$ cat config.mk
export PLATFORM = sky130hd
export DESIGN_NAME = dataCacheTop
export DESIGN_NICKNAME = d
export VERILOG_FILES = /design/src/rtl/cachePkg.sv /design/src/rtl/requestDecode.sv /design/src/rtl/cacheArray.sv /design/src/rtl/missHandler.sv /design/src/rtl/loadAlign.sv /design/src/rtl/dataCacheTop.sv
export SDC_FILE = /design/constraint.sdc
export NUM_CORES = 2
export LEC_CHECK = 0
export ABC_AREA = 1
export BUFFER_PORTS_ARGS = -buffer_cell sky130_fd_sc_hd__buf_2
export CAP_MARGIN = 20
export CORE_ASPECT_RATIO = 1.5
export CORE_MARGIN = 4
export CORE_UTILIZATION = 55
export CTS_BUF_LIST = sky130_fd_sc_hd__clkbuf_4
export CTS_CLUSTER_SIZE = 25
export DETAILED_ROUTE_END_ITERATION = 6
export PLACE_DENSITY = 0.74
export SLEW_MARGIN = 20
export SYNTH_ARGS = -nofsm -noshare
export SYNTH_HDL_FRONTEND = slang
export SYNTH_SLANG_ARGS = --single-unit
$ cat constraint.sdc
create_clock -name clk -period 7.3 [get_ports clk]
set_input_delay 0.73 -clock clk [delete_from_list [all_inputs] [get_ports clk]]
set_output_delay 0.73 -clock clk [all_outputs]
set_load 0.03 [all_outputs]
$ cat src/rtl/cachePkg.sv
package cachePkg;

    typedef logic [63:0] addrT;
    typedef logic [60:0] lineAddrT; // address bits 63:3, tag and memory address
    typedef logic [63:0] wordT;
    typedef logic [7:0]  maskT;
    typedef logic [2:0]  offsetT;

    typedef enum logic [1:0] {
        SZ_BYTE   = 2'd0,
        SZ_HALF   = 2'd1,
        SZ_WORD   = 2'd2,
        SZ_DOUBLE = 2'd3
    } accSizeT;

    // decoded request, held for the whole transaction
    typedef struct packed {
        logic     isStore;
        logic     isSigned;
        accSizeT  size;
        lineAddrT line;
        offsetT   offset;
        maskT     storeMask;   // already shifted to offset
        wordT     storeData;   // moved to its byte lanes
    } reqT;

    typedef enum logic [1:0] {
        IDLE    = 2'd0,
        LOOKUP  = 2'd1,
        REFILL  = 2'd2,
        RESPOND = 2'd3
    } missStateT;

endpackage

$ cat src/rtl/requestDecode.sv
`timescale 1ns/1ns

module requestDecode import cachePkg::*; (
    input  logic    clk,
    input  logic    rst,
    input  logic    reqValid,
    input  logic    reqStore,
    input  logic    reqSigned,
    input  accSizeT reqSize,
    input  addrT    reqAddr,
    input  wordT    reqData,
    input  logic    busy,
    output reqT     req,
    output logic    accepted
);

    logic   take;
    offsetT offset;
    maskT   baseMask;

    assign take   = reqValid && !busy; // strobes while busy are dropped
    assign offset = reqAddr[2:0];

    always_comb begin
        case (reqSize)
            SZ_BYTE: baseMask = 8'h01;
            SZ_HALF: baseMask = 8'h03;
            SZ_WORD: baseMask = 8'h0f;
            default: baseMask = 8'hff;
        endcase
    end

    always_ff @(posedge clk) begin
        if (!rst) begin
            accepted <= 1'b0;
        end else begin
            accepted <= take;
        end
    end

    always_ff @(posedge clk) begin
        if (take) begin
            req.isStore   <= reqStore;
            req.isSigned  <= reqSigned;
            req.size      <= reqSize;
            req.line      <= reqAddr[63:3];
            req.offset    <= offset;
            req.storeMask <= baseMask << offset;
            req.storeData <= reqData << {offset, 3'b000}; // into byte lanes
        end
    end

endmodule

$ cat src/rtl/cacheArray.sv
`timescale 1ns/1ns

module cacheArray import cachePkg::*; #(
    parameter int SETS = 4
) (
    input  logic     clk,
    input  logic     rst,
    input  lineAddrT line,
    output logic     hit,
    output wordT     hitData,
    input  logic     storeWrite,
    input  maskT     storeMask,
    input  wordT     storeData,
    input  logic     refill,
    input  wordT     refillData
);

    localparam int indexBits = $clog2(SETS);

    logic [indexBits-1:0] idx;

    // two ways, full line address kept as tag
    logic     valid  [2][SETS];
    lineAddrT tags   [2][SETS];
    wordT     data   [2][SETS];
    logic     victim [SETS];   // set means way 0 is next victim

    logic [1:0] wayHit;
    logic       victimWay;

    assign idx = line[indexBits-1:0];

    always_comb begin
        for (int w = 0; w < 2; w++) begin
            wayHit[w] = valid[w][idx] && (tags[w][idx] == line);
        end
    end

    assign hit       = |wayHit;
    assign hitData   = wayHit[1] ? data[1][idx] : data[0][idx];
    assign victimWay = ~victim[idx];

    // valid and victim bits
    always_ff @(posedge clk) begin
        if (!rst) begin
            for (int s = 0; s < SETS; s++) begin
                valid[0][s] <= 1'b0;
                valid[1][s] <= 1'b0;
                victim[s]   <= 1'b0; // way 1 filled first
            end
        end else if (refill) begin
            valid[victimWay][idx] <= 1'b1;
            victim[idx]           <= ~victim[idx];
        end
    end

    // tag and data storage
    always_ff @(posedge clk) begin
        if (refill) begin
            tags[victimWay][idx] <= line;
            data[victimWay][idx] <= refillData;
        end else if (storeWrite) begin
            // merge into the hitting way only, a miss leaves the array alone
            for (int w = 0; w < 2; w++) begin
                if (wayHit[w]) begin
                    for (int b = 0; b < 8; b++) begin
                        if (storeMask[b]) begin
                            data[w][idx][8*b +: 8] <= storeData[8*b +: 8];
                        end
                    end
                end
            end
        end
    end

endmodule

$ cat src/rtl/missHandler.sv
`timescale 1ns/1ns

module missHandler import cachePkg::*; (
    input  logic     clk,
    input  logic     rst,
    input  logic     accepted,
    input  reqT      req,
    input  logic     hit,
    input  logic     memRValid,
    output logic     busy,
    output logic     storeWrite,
    output logic     refill,
    output logic     respond,
    output logic     memRead,
    output logic     memWrite,
    output lineAddrT memAddr,
    output wordT     memWData,
    output maskT     memWMask
);

    missStateT state;
    missStateT nextState;
    logic      filled;   // refill written, one cycle before RESPOND

    always_ff @(posedge clk) begin
        if (!rst) begin
            state  <= IDLE;
            filled <= 1'b0;
        end else begin
            state  <= nextState;
            filled <= (state == REFILL) && memRValid;
        end
    end

    always_comb begin
        nextState = state;
        case (state)
            IDLE:    if (accepted) nextState = LOOKUP;
            LOOKUP:  nextState = (!req.isStore && !hit) ? REFILL : IDLE;
            REFILL:  if (filled) nextState = RESPOND;
            default: nextState = IDLE;
        endcase
    end

    assign busy = accepted || (state != IDLE);

    assign storeWrite = (state == LOOKUP) && req.isStore;
    assign memWrite   = storeWrite;  // write-through, hit or miss
    assign memRead    = (state == LOOKUP) && !req.isStore && !hit;
    assign refill     = (state == REFILL) && memRValid;

    // loads in RESPOND hit the freshly refilled way
    assign respond = ((state == LOOKUP) && (req.isStore || hit)) || (state == RESPOND);

    assign memAddr  = req.line;
    assign memWData = req.storeData;
    assign memWMask = req.storeMask;

endmodule

$ cat src/rtl/loadAlign.sv
`timescale 1ns/1ns

module loadAlign import cachePkg::*; (
    input  logic clk,
    input  logic rst,
    input  logic respond,
    input  reqT  req,
    input  wordT hitData,
    output logic rspValid,
    output wordT rspData
);

    wordT shifted;
    wordT aligned;

    function automatic wordT extend(wordT v, accSizeT size, logic sgn);
        wordT r;
        case (size)
            SZ_BYTE: r = {{56{sgn & v[7]}}, v[7:0]};
            SZ_HALF: r = {{48{sgn & v[15]}}, v[15:0]};
            SZ_WORD: r = {{32{sgn & v[31]}}, v[31:0]};
            default: r = v;
        endcase
        return r;
    endfunction

    assign shifted = hitData >> {req.offset, 3'b000};
    assign aligned = extend(shifted, req.size, req.isSigned);

    always_ff @(posedge clk) begin
        if (!rst) begin
            rspValid <= 1'b0;
        end else begin
            rspValid <= respond;
        end
    end

    always_ff @(posedge clk) begin
        if (respond) begin
            rspData <= req.isStore ? '0 : aligned; // stores answer zero
        end
    end

endmodule

$ cat src/rtl/dataCacheTop.sv
`timescale 1ns/1ns

module dataCacheTop import cachePkg::*; #(
    parameter int SETS = 4
) (
    input  logic     clk,
    input  logic     rst,
    input  logic     reqValid,
    input  logic     reqStore,
    input  logic     reqSigned,
    input  accSizeT  reqSize,
    input  addrT     reqAddr,
    input  wordT     reqData,
    output logic     busy,
    output logic     rspValid,
    output wordT     rspData,
    output logic     memRead,
    output lineAddrT memAddr,
    input  wordT     memRData,
    input  logic     memRValid,
    output logic     memWrite,
    output wordT     memWData,
    output maskT     memWMask
);

    reqT  req;
    logic accepted;
    logic hit;
    wordT hitData;
    logic storeWrite;
    logic refill;
    logic respond;

    requestDecode decode (
        .clk(clk), .rst(rst),
        .reqValid(reqValid), .reqStore(reqStore), .reqSigned(reqSigned),
        .reqSize(reqSize), .reqAddr(reqAddr), .reqData(reqData),
        .busy(busy), .req(req), .accepted(accepted)
    );

    cacheArray #(.SETS(SETS)) array (
        .clk(clk), .rst(rst), .line(req.line), .hit(hit), .hitData(hitData),
        .storeWrite(storeWrite), .storeMask(req.storeMask), .storeData(req.storeData),
        .refill(refill), .refillData(memRData)  // refill straight from memory
    );

    missHandler handler (
        .clk(clk), .rst(rst), .accepted(accepted), .req(req), .hit(hit),
        .memRValid(memRValid), .busy(busy), .storeWrite(storeWrite),
        .refill(refill), .respond(respond), .memRead(memRead), .memWrite(memWrite),
        .memAddr(memAddr), .memWData(memWData), .memWMask(memWMask)
    );

    loadAlign align (
        .clk(clk), .rst(rst), .respond(respond), .req(req), .hitData(hitData),
        .rspValid(rspValid), .rspData(rspData)
    );

endmodule

; Word level (Yosys, flattened, before mapping)
; Memories as Yosys holds them, arrays and structs flattened. A register that Yosys moved wholly into a read port is not among the register bits.
; Cells that the tools add are included.
[totals]
regBits = 209
latch_bits = 0
ram_bits = 1012
rom_bits = 0
inputBits = 200
output_inout_bits = 201
elab_cells = 7366
memories = 4
[op_classes]
addsub = 0
n_mul = 0
n_div = 0
magnitude_cmp = 2
n_eq_ne = 11
n_shift = 3
mux = 3720
n_bitwise = 3589
reduce_logical = 25
[memory_table]
columns = memory, depth, width, rd, rd_ports_with_merged_regs, write_ports, line_no
row1 = array.data, 2, 256, 2, 0, 2, cacheArray.sv:25  ; wordT data [2][SETS];
row2 = array.tags, 2, 244, 2, 0, 1, cacheArray.sv:24  ; lineAddrT tags [2][SETS];
row3 = array.valid, 2, 4, 2, 0, 2, cacheArray.sv:23  ; logic valid [2][SETS];
row4 = array.victim, 4, 1, 1, 1, 4, cacheArray.sv:26  ; logic victim [SETS];
[ops]
columns = op, n
row1 = 256-bit two-way mux, 19
row2 = 1-bit two-way mux, 3653
row3 = 1-bit OR, 3584
row4 = 64-bit demux with 2-bit select, 9
row5 = 64-bit two-way mux, 7
row6 = 61-bit two-way mux, 5
row7 = 64-bit binary-select mux with 2-bit select, 2
row8 = 256-bit OR reduction, 1
row9 = 61-bit binary-select mux with 2-bit select, 2
row10 = 244-bit two-way mux, 1
row11 = 64-bit one-hot mux with 3 select lines, 1
row12 = 61-bit demux with 2-bit select, 1
row13 = 61-bit equality test, 2
row14 = 64-bit by 6-bit << shifter with 64-bit output, 1
row15 = 64-bit by 6-bit >> shifter with 64-bit output, 1
row16 = 56-bit two-way mux, 1
row17 = 48-bit two-way mux, 1
row18 = 40-bit two-way mux, 1
row19 = 32-bit two-way mux, 1
row20 = 24-bit two-way mux, 1
row21 = 8-bit one-hot mux with 3 select lines, 1
row22 = 16-bit two-way mux, 1
row23 = 4-bit two-way mux, 3
row24 = 1-bit logical AND, 10
row25 = 23 further kinds, 41

; Depth between registers and ports, before layout
[depth]
depth_word = 19
mapped_depth = 28
ltp_nobuf = 24

; Modules after synthesis
; Synthesis repeated with hierarchy kept, for this count alone.
[unflattened]
hier_cells = 6017
area_unflattened_um2 = 59146.7
[modules_own_cells]
columns = module, n_inst, cells_per_inst, area_per_inst_um2, seq_area_each_um2
row1 = cacheArray, 1, 4613, 47090.2, 30279.0
row2 = requestDecode, 1, 616, 6302.3, 4224.1
row3 = loadAlign, 1, 629, 4593.2, 1941.9
row4 = missHandler, 1, 159, 1161.1, 60.1

; Worst setup path before layout
; OpenSTA, ideal clock, no wires.
[synth_timing]
path_kind = register to register
from = reg decode.req[75] (netlist name)
to = mem array.data[0][100] (netlist name) (enable)
setup_ps = 346
arrival_ps = 6311
required_ps = 6954
setup_slack_ps = 642
stages_incl_launch_ff = 22
path_buffers = 4
synth_period_minus_slack_ps = 6658
cell_sequence = edfxtp_1 > buf_4 > inv_4 > buf_6 > nor2_1 > buf_4 > a22oi_1 > nand2_1 > nand2_1 > nand2_1 > nand2_1 > nor2_1 > nand3_1 > nor2_1 > nand2_1 > inv_2 > nand2_1 > clkbuf_1 > nand2_1 > nor2_1 > clkinv_1 > nand2_1
[synth_rtl]
columns = element, line_no
row1 = to (decl), cacheArray.sv:25

; Worst setup path in the final report
[layout_timing]
from = reg decode.req[76] (netlist name)
to = out memRead
[layout_via]
elab_chain_cells = 9
word_cells_on_any_way = 20
cone_classes = eq/ne: 2 / mux: 12 / bitwise: 1 / reduce/logical: 5
[layout_lines]
columns = element, line_no
row1 = 2-bit NOT with 3-bit output (implied by the code), cacheArray.sv:35  ; wayHit[w] = valid[w][idx] && (tags[w][idx] == line);
row2 = 61-bit binary-select mux with 2-bit select, cacheArray.sv:35
row3 = 61-bit two-way mux (implied by the code) (2 in series), cacheArray.sv:35
row4 = 61-bit equality test, cacheArray.sv:35
row5 = 1-bit logical AND, cacheArray.sv:35
row6 = 2-bit OR reduction (*), cacheArray.sv:39  ; assign hit = |wayHit;
row7 = 1-bit logical NOT (*), missHandler.sv:49  ; assign memRead = (state == LOOKUP) && !req.isStore && !hit;
row8 = 1-bit logical AND (*), missHandler.sv:49
row9 = to (decl), dataCacheTop.sv:17  ; output logic memRead,
; Every way passes the cells marked *; elsewhere a longest branch is shown, timed or not. The select of a mux whose other input is x is not followed.

==> flow_summary.yaml <==
clocking:
  root_buffer: "clkbuf_4"
  cts_sinks: 1223
  cts_tree: "done"
  cts_made_buffers: 300
  h-tree-depth: 5
  post_cts_resized: 0
  cts-hold-fix-buffers: 121
  clkTransAtPathRegs_ps: 70
  clk_latency_ps: 1290
  cts_setup_buffers: 0
  cts_max_path_buffers: 4
routing:
  top_layer: "met4"
  drtIter0Drc: 6201
  drt_wl_total_mm: 200
  ant_nets: 0
  dr.pass1.iters: 7
  remaining_drc_errors: 17
  vias: 46100
  wirelength_met1_mm: 63.6
  wl_met3_mm: 21.5
  dr_wl_met2_mm: 96.0
  post_drt_wl_per_cell_um: 26.4
  via_per_inst: 6.09
die:
  num_io_pins: 401
  placementRows: 144
  coreArea_mm2: 0.103
  die_area_mm2: 0.109
  die_h_um: 403
  die_w_um: 271
  start_util_pct: 55.5
global_routing:
  grt_pass1_vias: 44500
  grt_pass1_wl_mm: 286
  grt_usage_pct: 35.7
  grt-ovfl-total: 0
  antenna_found_initial: 9
  grt_max_degree: 154
worst_hold_path:
  whs_path_depth: 2
  hp-class: "primary input to register"
power_and_ir_drop:
  seqPwrFrac_pct: 50.7
  peakVddDrop_uv: 184
  p_comb_share_pct: 16.4
  netSwitchingFraction_pct: 30.6
  p_leak_nw: 26.5
  switchingPower_mw: 5.03
  internal-power_mw: 11.4
  power_frac_clock_pct: 32.9
  p_per_area_mw_per_mm2: 256
synth:
  synth_fp_nets: 5711
  syn_area_mm2: 0.0572
  synth_edf_count: 1205
  synth_warnings: 0
  syn_area_per_cell_um2: 10.4
  synth_async_sr_flop_share_pct: 0
  syn_inst: 5511
  synthFlopType: "edfxtp_1"
  ys_types: 45
  ys_ff_latch: 1223
  synth_seq_area_share_pct: 63.9
final_layout:
  layout-drive-gt1-share_pct: 16.8
  mostFrequentLayoutCells: "nand2_1 (1919), edfxtp_1 (1205), nand3_1 (603)"
  fillers: 8406
  nNetsFinal: 6189
  area_growth_pct: 12.2
  final_common_cell: "nand2_1"
outcome:
  violations: "design-rule violations"
  outcome: "finished with violations"
place:
  post-place-ws_ps: 1270
  numPortBuffers: 400
  dp_hpwl_mm: 139
  gp_congestion: 1.15
worst_setup_path:
  r2r_slack_ps: 980
  ff2ff_path_depth: 14
  critPathKind: "register to primary output"
  reg2reg_from: "decode.req[76]$_DFFE_PP_"
  worstSetupEndpoint: "memRead"
  cp-end-kind: "primary output"
  r2r-end: "array.data[0][39]$_DFFE_PP_"
  critPathMaxFanout: 35
  worst_setup_path_start_kind: "register"
  required_ps: 6570
  cp.arrival_ps: 5620
  crit_path_start: "decode.req[76]$_DFFE_PP_"
timing:
  setup-tns-final_ps: 0
  fmax_mhz: 158
  rsz0062_at_grt: "false"
  layout_setup_ws_ps: 953
  slew_violations: 0
  slew_headroom_pct: 13.4
  min_period_ps: 6350
  whs_ps: 49.7
  max_slew.worst_pin.slew_ps: 1290
  hold_viol: 0
  finalCritPeriodShare_pct: 86.9
  fin_skew_ps: 107
  setup_viol: 0
job:
  maxCapViolations: 0
synth_stat cells (all sizes together), types with 29 or more instances:
library cell,count,area (um^2)
edfxtp,1205,36200
clkbuf,131,492
a22oi,133,998
nand4,87,544
xor2,34,298
mux2,56,631
nand3,605,3040
a21oi,60,300
a22o,94,823
a221oi,86,753
inv,253,952
o21ai,189,946
nor2,191,729
nand2,1933,7290
nor3,29,240
buf,296,1820
through the flow:
stage / utilization (%) / power (mW) / instance area [um^2] / std cells
global route: 62.3 / 17.0 / 64200 / 7569
CTS: 62.2 / 16.3 / 64100 / 7560
global placement: 57.7 / 11.0 / 59400 / 6952
floorplan: - / 9.98 / 57200 / 5511
finish: 62.3 / 16.4 / 64200 / 7577
detailed placement: 57.7 / 11.0 / 59500 / 6953
power groups by stage:
| stage | sequential (mW) | combinational (mW) | clock, mW |
|---|---|---|---|
| 5_1_grt | 8.32 | 2.83 | 5.83 |
| 4_1_cts | 8.31 | 2.61 | 5.42 |
| 6_report | 8.32 | 2.70 | 5.40 |
| 2_1_floorplan | 8.34 | 1.64 | 0 |
| 3_3_place_gp | 8.45 | 2.52 | 0 |
| 3_5_place_dp | 8.46 | 2.55 | 0 |
sequential cells by signal, indices dropped and copies added, names as in the netlist, named ones only:
name,count
array.data,512
array.tags,488
decode.req,140
align.rspData,64
array.valid,8
array.victim,4
handler.state,2
align.rspValid,1
decode.accepted,1
handler.filled,1
per-layer routing:
metal	vias up	GRT usage [%]
li1	20300	-
met1	21700	39.5
met2	3278	59.3
met3	776	8.83
met4	0	27.4
met5	-	0
how the worst min path moves through the flow:
stage	startpoint	endpoint	slack, ps
finish	memRData[32]	array.data[1][224]$_DFFE_PP_	50
global route	memRData[32]	array.data[1][224]$_DFFE_PP_	-10
CTS	memRData[33]	array.data[1][161]$_DFFE_PP_	4
detailed placement	array.valid[1][2]$_DFF_P_	array.valid[1][2]$_DFF_P_	450
global placement	array.valid[1][2]$_DFF_P_	array.valid[1][2]$_DFF_P_	440
floorplan	array.valid[1][2]$_DFF_P_	array.valid[1][2]$_DFF_P_	430
kinds of logic (layout without fill, tap and decap cells):
group / after synthesis / count (layout) / synth area share, %
other cells: 0 / 17 / 0
mux: 75 / 75 / 1.43
flops: 1223 / 1223 / 63.9
compound gates: 605 / 605 / 7.24
buf+inv: 688 / 1350 / 5.75
xor+xnor: 34 / 34 / 0.521
simple gates: 2886 / 2886 / 21.2
final cells by class:
| class | count | area, um^2 | area share, % |
|---|---|---|---|
| tap | 1387 | 1740 | 2.70 |
| clock buffer | 414 | 3110 | 4.84 |
| timing repair buffer | 603 | 3920 | 6.11 |
| inverter | 261 | 995 | 1.55 |
| multi-input combinational | 3600 | 17500 | 27.2 |
| sequential | 1223 | 36500 | 56.9 |
| clock inverter | 72 | 365 | 0.569 |
| antenna | 17 | 42.5 | 0.0663 |
critical path, stage by stage (launching register included):
cell and delay [ps]:
edfxtp_1 640, inv_2 350, nor2_4 650, buf_4 550, a22oi_1 130, nand2_1 100
xor2_1 500, nand3_1 190, nor3_1 310, nand4_1 160, nor2_1 130, nand2_1 120
nand3_1 230, inv_1 80, buf_2 190
No activity file was read; power rests on OpenSTA's default activity.
